`config.mk`:
```
export PLATFORM = sky130hd
export DESIGN_NAME = l2_rr_arbiter
export DESIGN_NICKNAME = d
export VERILOG_FILES = /design/src/l2_map_pkg.sv /design/src/host_bus_pkg.sv /design/src/l2_rr_arbiter.sv
export SDC_FILE = /design/constraint.sdc
export NUM_CORES = 1
export LEC_CHECK = 0
export BUFFER_PORTS_ARGS = -buffer_cell sky130_fd_sc_hd__buf_2
export CAP_MARGIN = 20
export CORE_AREA = 2 2 122 124
export CTS_CLUSTER_SIZE = 16
export DETAILED_ROUTE_END_ITERATION = 10
export DIE_AREA = 0 0 124 126
export PLACE_DENSITY_LB_ADDON = 0.12
export SLEW_MARGIN = 40
export SYNTH_ARGS = -nofsm -noshare
export SYNTH_HDL_FRONTEND = slang
export SYNTH_SLANG_ARGS = --single-unit
```
`constraint.sdc`:
```
create_clock -name clk_i -period 3.24 [get_ports clk_i]
set_clock_uncertainty 0.05 [all_clocks]
set_input_delay 0.648 -clock clk_i [delete_from_list [all_inputs] [get_ports clk_i]]
set_output_delay 0.648 -clock clk_i [all_outputs]
set_load 0.1 [all_outputs]
```
`src/l2_map_pkg.sv`:
```
// L2 memory map definitions
// Scratchpad depth, data widths and the offsets of the LLC configuration
// registers, plus the value returned for an unmapped register read

package l2_map_pkg;

  // Default scratchpad depth in 32-bit words
  localparam int unsigned L2_NUM_WORDS = 1024;

  // Byte address into the L2
  typedef logic [31:0] l2_addr_t;

  typedef logic [31:0] l2_data_t;

  typedef logic [31:0] cfg_data_t;

  // Word offset into the configuration space
  typedef logic [7:0] cfg_offset_t;

  // Configuration register offsets
  localparam cfg_offset_t CFG_CACHE_START = 8'd0;
  localparam cfg_offset_t CFG_CACHE_END   = 8'd1;
  localparam cfg_offset_t CFG_READ_HITS   = 8'd2;
  localparam cfg_offset_t CFG_WRITE_HITS  = 8'd3;

  // Read value of an unmapped offset
  localparam cfg_data_t CFG_ERR_DATA = 32'hdeadf000;

endpackage

```
`src/host_bus_pkg.sv`:
```
// Host domain bus types
// Request and response structs of the L2 ports, the owner tag that
// travels with each access, and the configuration request

package host_bus_pkg;

  import l2_map_pkg::*;

  // Peer that issued an access
  typedef enum logic {
    OWNER_HOST = 1'b0,
    OWNER_UDMA = 1'b1
  } owner_e;

  typedef struct packed {
    l2_addr_t   addr;
    logic       we;
    logic [3:0] be;
    l2_data_t   wdata;
  } l2_req_t;

  typedef struct packed {
    l2_data_t rdata;
  } l2_rsp_t;

  // Request as seen by the memory, tagged with its owner
  typedef struct packed {
    l2_req_t req;
    owner_e  owner;
  } mem_req_t;

  typedef struct packed {
    l2_rsp_t rsp;
    owner_e  owner;
  } mem_rsp_t;

  typedef struct packed {
    cfg_offset_t offset;
    logic        we;
    cfg_data_t   wdata;
  } cfg_req_t;

endpackage

```
`src/l2_rr_arbiter.sv`:
```
`timescale 1ns/100ps
// Round-robin arbiter for the shared L2
// Grants the host or the uDMA port one access per cycle, alternating on a
// tie, and tags the access with its owner. Responses come back with the tag
// and are steered to the matching port.

module l2_rr_arbiter
  import host_bus_pkg::*;
(
  input  logic     clk_i,
  input  logic     arst_n_i,
  input  l2_req_t  host_req_i,
  input  logic     host_req_valid_i,
  output logic     host_req_ready_o,
  output l2_rsp_t  host_rsp_o,
  output logic     host_rsp_valid_o,
  input  l2_req_t  udma_req_i,
  input  logic     udma_req_valid_i,
  output logic     udma_req_ready_o,
  output l2_rsp_t  udma_rsp_o,
  output logic     udma_rsp_valid_o,
  output mem_req_t mem_req_o,
  output logic     mem_req_valid_o,
  input  mem_rsp_t mem_rsp_i,
  input  logic     mem_rsp_valid_i
);

  owner_e last_q;
  logic   grant_host;
  logic   grant_udma;

  // A peer loses only when the other is valid and it was granted last
  assign host_req_ready_o = !udma_req_valid_i || (last_q == OWNER_UDMA);
  assign udma_req_ready_o = !host_req_valid_i || (last_q == OWNER_HOST);

  assign grant_host = host_req_valid_i && host_req_ready_o;
  assign grant_udma = udma_req_valid_i && udma_req_ready_o;

  assign mem_req_valid_o = grant_host || grant_udma;
  assign mem_req_o.req   = grant_host ? host_req_i : udma_req_i;
  assign mem_req_o.owner = grant_host ? OWNER_HOST : OWNER_UDMA;

  always_ff @(posedge clk_i or negedge arst_n_i) begin
    if (!arst_n_i) begin
      last_q <= OWNER_UDMA;
    end else if (mem_req_valid_o) begin
      last_q <= mem_req_o.owner;
    end
  end

  // Response steering by owner tag
  assign host_rsp_o       = mem_rsp_i.rsp;
  assign udma_rsp_o       = mem_rsp_i.rsp;
  assign host_rsp_valid_o = mem_rsp_valid_i && (mem_rsp_i.owner == OWNER_HOST);
  assign udma_rsp_valid_o = mem_rsp_valid_i && (mem_rsp_i.owner == OWNER_UDMA);

endmodule

```
==> key figures <==
Power and ir drop
  • Share of power burned in registers: under 10%
  • Int Pwr: roughly 540 uW
  • Combinational Power Share: 98.7%
  • Cell area power density: 387 mW/mm^2
  • Max VDD drop: around 0.12 mV
  • Clock share of power: 0%
  • P_sw: around 820 uW
  • Switching part of the total: 60.5%
  • Lkg Pwr: roughly 0.0019 uW

Synthesis
  • Mapped Cells: around 150
  • Post-synth ARST share: between 90% and 100%
  • Main synth FF type: dfstp_2
  • Mean Syn Cell Area: between 10 and 15 sq um
  • Cell taking the most area after synthesis: mux2_4
  • Synthesized area: roughly 0.0017 sq mm
  • Syn nets: about 320
  • #FFs+latches synth: 1
  • Synthesis Warnings: 0
  • Most common cell in the synthesized netlist: mux2_4
  • Register area share after synthesis: 1.57%
  • Netlist cell types: 11
  • Top cell type's share of synthesized area: between 60% and 70%
  • Post-synth EDFFs: 0
  • Top post-synthesis cells by area: mux2_4 (62%), buf_4 (29%), buf_6 (4.7%)
  • Post-synth top cells: mux2_4 (69), buf_4 (64), buf_6 (7)

Timing
  • Final Max Tran Viols: 0
  • TNS Setup: 0 ns
  • Final Critical Period: 2.60 ns
  • RSZ-0062 raised after global routing: no
  • Slew @ Worst Pin: 0.533 ns
  • Final Hold Violating Endpoints: 0
  • Fmax: roughly 380 MHz
  • Max-slew headroom: between 60% and 70%
  • Part of the cycle the worst path needs: about four fifths
  • Setup violators final: 0

Final layout
  • Fillers: ~1,500
  • Final core utilization: between 20% and 30%
  • Nets@finish: approximately 470
  • Register bank with the most flops: last_q
  • Area of the multi-input gates: 0.00109 sq mm
  • Largest regs: last_q x1
  • Area Growth Syn to Fin: 109%
  • Largest register FFs: 1
  • Ant. Diodes: 0
  • Share of cells above drive strength 1: 98.6%
  • Storage element area: roughly 26 sq um

Clock network
  • Post-cts resize count: 0
  • Worst-path clk slew: 0 ns
  • Worst skew pair latency: 0 ns
  • Hold Buf Count CTS: 0
  • Postcts setup bufs: 0

Global routing
  • Initial antenna violation count: 0
  • Gr usage total: under 10%
  • Vias in the first global route: 1,581
  • Grt total ovfl: 0
  • Largest net degree at the start of global routing: between 70 and 80
  • First-pass GRT wire length: 7420 um

Drt
  • Pre-antenna DRT Iters: 2
  • Starting DRT DRC Count: 20
  • Via density: 3.28
  • Routed vias: ~1,600
  • WL per Instance: 11.5 um
  • Number of remaining DRC errors: 0
  • DRT Wirelength: about 5500 um
  • Antenna viol nets, final: 0

Job
  • MaxCap Viol Count: 0

Worst setup path
  • Worst setup SP type: primary input
  • Critical path fanouts, max: 70
  • Crit path DAT: between 1.5 and 2 ns
  • Crit path kind: primary input to output port
  • Crit end category: output port
  • Max incr delay on CP: 0.44 ns
  • Critical Path RT: around 2.5 ns
  • Most frequent CP cell: buf_12
  • Slowest cell on crit path: buf_12
  • CP Cell Sequence: buf_2, nand2b_4, nand2_4, buf_12, mux2_4, buf_12
  • Buffers plus inverters on the worst setup path: 3
  • Top Family by Delay on Critical Path: buffers and inverters

Floorplanning
  • Core box area: 0.0143 sq mm
  • Die Area: 0.0156 sq mm
  • Die X: between 100 and 150 um
  • Io pins: about 320
  • Rows: 44
  • Initial core utilization: a little under an eighth
  • Chip height: 126 um

Worst hold path
  • HP Class: flop to flop

Place
  • Gpl congestion: approximately 0.64
  • Number of port buffers: 218
  • Post-DP HPWL: about 5000 um

Status
  • Status: completed
## cell usage in the layout (no fill, tap or decap), drive strengths merged
| cell | n |
|---|---|
| nand2b | 1 |
| mux2 | 69 |
| nand2 | 2 |
| dfstp | 1 |
| or2 | 1 |
| and2 | 1 |
| buf | 219 |
| nor2b | 1 |
| o21a | 1 |
## kinds of logic after synthesis
group,after synthesis,share of synthesized area (%)
flops,1,1.57
compound gates,1,0.448
simple gates,6,2.84
mux,69,61.8
buf+inv,71,33.4
## power groups by stage
stage / logic, uW / registers [uW] / clock network, uW
after detailed placement: 1350 / 17.2 / 0
after CTS: 1350 / 17.1 / 0
after floorplan: 1250 / 17.0 / 0
after global placement: 1350 / 17.1 / 0
after global routing: 1380 / 17.8 / 0
final: 1340 / 17.1 / 0
## cell type report
class | instances | share of cell area (%)
multi-input combinational | 76 | 31.1
timing repair buffer | 219 | 61.6
tap | 184 | 6.56
sequential | 1 | 0.749
## layer usage
layer  vias to the layer above  GRT usage, %  wire length [um]
li1                        741             -                 -
met5                         -             0                 0
met2                       138          12.6              2980
met1                       683          4.97              1520
met4                         0          1.06                89
met3                        11          1.95               948
## through the flow
step	cells	area [sq um]	power (uW)	hold slack, ns	setup slack [ns]
floorplan	148	1680	1270	0.450	0.559
detailed placement	480	3510	1370	0.493	0.618
global placement	480	3510	1370	0.492	0.617
finish	480	3510	1360	0.489	0.642
CTS	480	3510	1370	0.493	0.615
global route	480	3510	1400	0.514	0.574
## final timing paths
kind	slack [ns]	startpoint	to	cells after the start
worst max register to register	2.43	last_q	last_q	2
worst min-delay path	0.49	last_q	last_q	1
worst min register to register	0.49	last_q	last_q	1
worst max-delay path	0.64	udma_req_valid_i	mem_req_o[6]	6
min in group asynchronous	0.53	arst_n_i	last_q	1
max in group asynchronous	2.59	arst_n_i	last_q	1
No activity file was read; power rests on OpenSTA's default activity.
