--- config.mk ---
export PLATFORM = sky130hd
export DESIGN_NAME = llc_cfg_regs
export DESIGN_NICKNAME = d
export VERILOG_FILES = /design/src/l2_map_pkg.sv /design/src/host_bus_pkg.sv /design/src/llc_cfg_regs.sv
export SDC_FILE = /design/constraint.sdc
export NUM_CORES = 1
export LEC_CHECK = 0
export BUFFER_PORTS_ARGS = -buffer_cell sky130_fd_sc_hd__buf_2
export CAP_MARGIN = 10
export CORE_UTILIZATION = 52
export DETAILED_ROUTE_END_ITERATION = 12
export PLACE_DENSITY = 0.86
export SYNTH_ARGS = -nofsm -noshare
export SYNTH_HDL_FRONTEND = slang
export SYNTH_SLANG_ARGS = --single-unit
--- constraint.sdc ---
create_clock -name clk_i -period 3.3 [get_ports clk_i]
set_input_delay 0.33 -clock clk_i [delete_from_list [all_inputs] [get_ports clk_i]]
set_output_delay 0.33 -clock clk_i [all_outputs]
set_load 0.01 [all_outputs]
--- src/l2_map_pkg.sv ---
// L2 memory map definitions
// Scratchpad depth, data widths and the offsets of the LLC configuration
// registers, plus the value returned for an unmapped register read

package l2_map_pkg;

  // Default scratchpad depth in 32-bit words
  localparam int unsigned L2_NUM_WORDS = 1024;

  // Byte address into the L2
  typedef logic [31:0] l2_addr_t;

  typedef logic [31:0] l2_data_t;

  typedef logic [31:0] cfg_data_t;

  // Word offset into the configuration space
  typedef logic [7:0] cfg_offset_t;

  // Configuration register offsets
  localparam cfg_offset_t CFG_CACHE_START = 8'd0;
  localparam cfg_offset_t CFG_CACHE_END   = 8'd1;
  localparam cfg_offset_t CFG_READ_HITS   = 8'd2;
  localparam cfg_offset_t CFG_WRITE_HITS  = 8'd3;

  // Read value of an unmapped offset
  localparam cfg_data_t CFG_ERR_DATA = 32'hdeadf000;

endpackage

--- src/host_bus_pkg.sv ---
// Host domain bus types
// Request and response structs of the L2 ports, the owner tag that
// travels with each access, and the configuration request

package host_bus_pkg;

  import l2_map_pkg::*;

  // Peer that issued an access
  typedef enum logic {
    OWNER_HOST = 1'b0,
    OWNER_UDMA = 1'b1
  } owner_e;

  typedef struct packed {
    l2_addr_t   addr;
    logic       we;
    logic [3:0] be;
    l2_data_t   wdata;
  } l2_req_t;

  typedef struct packed {
    l2_data_t rdata;
  } l2_rsp_t;

  // Request as seen by the memory, tagged with its owner
  typedef struct packed {
    l2_req_t req;
    owner_e  owner;
  } mem_req_t;

  typedef struct packed {
    l2_rsp_t rsp;
    owner_e  owner;
  } mem_rsp_t;

  typedef struct packed {
    cfg_offset_t offset;
    logic        we;
    cfg_data_t   wdata;
  } cfg_req_t;

endpackage

--- src/llc_cfg_regs.sv ---
`timescale 1ns/100ps
// LLC configuration registers
// Holds the cached address window and counts host reads and writes that
// land inside it. Registers are reached through a valid/ready port with
// one outstanding response.

module llc_cfg_regs
  import l2_map_pkg::*;
  import host_bus_pkg::*;
#(
  parameter int unsigned NumWords = L2_NUM_WORDS
) (
  input  logic      clk_i,
  input  logic      arst_n_i,
  input  cfg_req_t  cfg_req_i,
  input  logic      cfg_req_valid_i,
  output logic      cfg_req_ready_o,
  output cfg_data_t cfg_rsp_o,
  output logic      cfg_rsp_valid_o,
  input  logic      cfg_rsp_ready_i,
  input  mem_req_t  mem_req_i,
  input  logic      mem_req_valid_i
);

  // Window end cannot pass the top of the L2
  localparam cfg_data_t EndMax = cfg_data_t'(NumWords * 4);

  cfg_data_t cache_start_q;
  cfg_data_t cache_end_q;
  cfg_data_t read_hits_q;
  cfg_data_t write_hits_q;
  cfg_data_t rsp_data_q;
  logic      rsp_valid_q;
  cfg_data_t rdata;
  logic      cfg_accept;
  logic      in_window;
  logic      read_hit;
  logic      write_hit;

  assign cfg_req_ready_o = !rsp_valid_q;
  assign cfg_accept      = cfg_req_valid_i && cfg_req_ready_o;

  always_comb begin
    case (cfg_req_i.offset)
      CFG_CACHE_START: rdata = cache_start_q;
      CFG_CACHE_END:   rdata = cache_end_q;
      CFG_READ_HITS:   rdata = read_hits_q;
      CFG_WRITE_HITS:  rdata = write_hits_q;
      default:         rdata = CFG_ERR_DATA;
    endcase
  end

  // Only host traffic counts
  assign in_window = mem_req_valid_i && (mem_req_i.owner == OWNER_HOST) &&
                     (mem_req_i.req.addr >= cache_start_q) &&
                     (mem_req_i.req.addr < cache_end_q);
  assign read_hit  = in_window && !mem_req_i.req.we;
  assign write_hit = in_window && mem_req_i.req.we;

  always_ff @(posedge clk_i or negedge arst_n_i) begin
    if (!arst_n_i) begin
      cache_start_q <= '0;
      cache_end_q   <= '0;
      read_hits_q   <= '0;
      write_hits_q  <= '0;
    end else begin
      if (cfg_accept && cfg_req_i.we && (cfg_req_i.offset == CFG_CACHE_START)) begin
        cache_start_q <= cfg_req_i.wdata;
      end
      if (cfg_accept && cfg_req_i.we && (cfg_req_i.offset == CFG_CACHE_END)) begin
        cache_end_q <= (cfg_req_i.wdata > EndMax) ? EndMax : cfg_req_i.wdata;
      end
      // Clear beats a hit in the same cycle
      if (cfg_accept && cfg_req_i.we && (cfg_req_i.offset == CFG_READ_HITS)) begin
        read_hits_q <= '0;
      end else if (read_hit && (read_hits_q != '1)) begin
        read_hits_q <= read_hits_q + 32'd1;
      end
      if (cfg_accept && cfg_req_i.we && (cfg_req_i.offset == CFG_WRITE_HITS)) begin
        write_hits_q <= '0;
      end else if (write_hit && (write_hits_q != '1)) begin
        write_hits_q <= write_hits_q + 32'd1;
      end
    end
  end

  always_ff @(posedge clk_i or negedge arst_n_i) begin
    if (!arst_n_i) begin
      rsp_valid_q <= 1'b0;
    end else if (cfg_accept) begin
      rsp_valid_q <= 1'b1;
    end else if (cfg_rsp_ready_i) begin
      rsp_valid_q <= 1'b0;
    end
  end

  always_ff @(posedge clk_i) begin
    if (cfg_accept) begin
      rsp_data_q <= cfg_req_i.we ? '0 : rdata;
    end
  end

  assign cfg_rsp_o       = rsp_data_q;
  assign cfg_rsp_valid_o = rsp_valid_q;

endmodule

==> reports/results.ini <==
[clocking]
numCtsBuffers=17
post_cts_buffers=0
numClockSinks=161
clk_path_buf_depth=2
clk_latency_ns=0.44
htreeDepth=4
clkSlewWorstSetupHoldPaths_ns=0.06
cts_root_buffer=clkbuf_16
cts_tree=built

[critical_path]
cp_slowest_stage_delay_ns=0.52
crit_fanout=15
crit_path_end=write_hits_q[22]$_DFFE_PN0P_
required_ns=3.67
rrSetupSlack_ns=0.18
critPathKind=register to register
crit_chain=inv_1 > ha_1 > a21oi_1 > a21boi_1 > or4b_4 > a2111oi_4 > o211ai_4 > or2_4 > or4b_1 > nand2_1
reg2reg_from=cache_end_q[30]$_DFFE_PN0P_
setup.worst_path.start_class=register
slowest_stage=or4b_1
cp-end-kind=register
crit_start=cache_end_q[30]$_DFFE_PN0P_
r2r_end=write_hits_q[22]$_DFFE_PN0P_
cp_data_arrival_time_ns=3.48
r2r_cells=10

[floorplan]
core_area_mm2=0.01754
die-area_mm2=0.01875
die_x_um=136.9
rows=48
initial_core_util=0.5398
ioPinCount=150
chipHeight_um=136.9

[finish]
seq_area_mm2=0.004189
multi_input_area_mm2=0.004803
fill_cells=1347
diodes=0
drive_gt1_frac=0.1841
fin_nets=1287
fin_util=0.6270
area_growth_pct=16.15

[synthesis]
yosysTopAreaCell=dfrtp_1
netlist_area_mm2=0.009467
netlist.area_leader.share=0.3410
ys_seq_area_frac=0.4425
synth-edff-count=32
ys.warnings.count=0
synth_area_leaders=dfrtp_1 (34%), edfxtp_1 (10%), ha_1 (8.6%), nor2_1 (4.3%), nand2_1 (3.9%)
ys_async_sr_fraction=0.8012
synth_ff_type=dfrtp_1
synth_cell_types=61
mappedNetlistNets=1170
synthCells=989
syn-mean-instance-area_um2=9.572
ys_seq_elements=161

[global_routing]
grt_usage=0.2876
gr-total-overflow=0
grt_pass1_vias=7824
grt_antenna_before_repair=0
grt_first_pass_wirelength_mm=40.92
grt_max_degree=58

[power]
power_frac_comb=0.096
netSwitchingPower_w=0.001076
p_per_area_mw_per_mm2=418.1
leakagePower_nw=5.278
peakVddDrop_uv=312.7
seq_power_share=0.463
sw_frac_of_total=0.2340
clkPwrFrac=0.441
internal_power_w=0.003521

[detailed_routing]
drcViolationCount=0
drtIter0Drc=1077
wl_per_cell_um=18.70
via_per_inst=6.132
dr.pass1.iters=5
antenna_left=0
num_vias=8241
drt_wl_total_mm=25.14

[hold_path]
hold_path_class=primary input to register
hold_depth=2

[sta]
min_period_over_period=0.9447
finClkSkew_ns=0.01065
worst_pin_slew_ns=0.8030
setup_tns_ns=0
finalSetupViolations=0
rsz0062_at_grt=no
fmax_ghz=0.3208
maxSlewViolCount=0
max-slew-margin-rel=0.4646
final-hold-violation-count=0
period_needed_ns=3.117

[placement]
gp_congestion=0.9099
dpl.hpwl_mm=18.35
io_buffers=113

[run_status]
status=finished clean

[run]
drv_cap=0

[critical path, delay by kind of cell (launching register included)]
family	cells	cell delay (ns)
AO/OA/AOI/OAI	4	0.79
flip-flops	1	0.37
adder cells (fa/ha/maj)	1	0.31
AND/OR/NAND/NOR	4	1.49
buffers and inverters	1	0.08
[placed cells by master (no fill, tap or decap), drive strengths merged, types with 27 or more instances in the layout]
cell and n:
nand3 39, edfxtp 32, inv 84, clkbuf 27, nor2 108, dfrtp 129
buf 141, nand2 98, o21ai 47, ha 65, mux2i 27, a21oi 69
[cell type report]
cell class	count	share of cell area
Clock buffer	27	0.04483
Tap cell	225	0.02560
Timing Repair Buffer	142	0.07396
Inverter	83	0.02833
Sequential cell	161	0.3810
Multi-Input combinational cell	701	0.4368
Clock inverter	5	0.009445
[synth_stat cells, types with 6 or more instances]
cell        n
ha_1       65
and2_1      9
and4_1      6
nor3_1     21
nand3_1    39
clkbuf_1   32
a221oi_1   19
mux2i_1    27
nand4_1    22
dfrtp_1   129
a21oi_1    69
nor4_1     18
mux4_2     15
a21o_1     18
o21ai_0    47
and3_1     16
edfxtp_1   32
a22o_1     11
nand2_1    98
xnor2_1    20
nand2b_1   12
inv_1      83
nor2_1    108
[worst min path at each step]
stage                         start                           to  slack, ns
global route        cfg_rsp_ready_i  cfg_rsp_valid_o$_DFFE_PN0P_       0.08
CTS                 cfg_rsp_ready_i  cfg_rsp_valid_o$_DFFE_PN0P_       0.06
floorplan                  arst_n_i   cache_end_q[0]$_DFFE_PN0P_       0.03
finish              cfg_rsp_ready_i  cfg_rsp_valid_o$_DFFE_PN0P_       0.07
detailed placement         arst_n_i   read_hits_q[5]$_DFFE_PN0P_       0.45
global placement           arst_n_i   read_hits_q[4]$_DFFE_PN0P_       0.45
[per-layer routing]
metal / global-route usage / vias to the layer above / wire, um
met5: 0 / - / 0
met4: 0.1337 / 0 / 855
met3: 0.05074 / 61 / 1982
met2: 0.4588 / 416 / 12120
met1: 0.3814 / 3994 / 10180
li1: - / 3770 / -
[state kept, by name (all words and copies together), names as in the netlist]
name,flops
write_hits_q,32
cache_start_q,32
cfg_rsp_o,32
read_hits_q,32
cache_end_q,32
cfg_rsp_valid_o,1
[cell families (layout without fill, tap and decap cells)]
family	Yosys count	after routing	synth area share
compound gates	197	197	0.1363
xor+xnor	20	20	0.01850
fa+ha+maj	65	65	0.08591
buf+inv	127	257	0.05194
flops	161	161	0.4425
mux	43	43	0.06542
simple gates	376	376	0.1994
[power groups by stage]
stage          registers (W)  logic [W]  clock network [W]
2_1_floorplan        0.00217   0.000219                  0
3_3_place_gp         0.00216   0.000421                  0
3_5_place_dp         0.00216   0.000435                  0
4_1_cts              0.00213   0.000442            0.00203
5_1_grt              0.00213   0.000490            0.00213
6_report             0.00213   0.000443            0.00203
[what timing repair did]
| item | in CTS | in global routing |
|---|---|---|
| hold endpoints to repair | 7 | 0 |
| setup endpoints to repair | 0 | 5 |
| gates resized for setup | 0 | 1 |
| hold buffers | 1 | 0 |
[metrics by stage]
step	total power [W]	area [um2]	instances	hold slack (ns)	worst slack, ns
4_1_cts	0.004596	11000	1344	0.06244	0.1441
5_1_grt	0.004749	11000	1344	0.07649	0.05112
6_report	0.004597	11000	1344	0.07051	0.1826
2_1_floorplan	0.002391	9469	989	0.03441	0.4406
3_3_place_gp	0.002583	10390	1311	0.4502	0.1708
3_5_place_dp	0.002599	10390	1311	0.4464	0.1502
No activity file was read; power rests on OpenSTA's default activity.
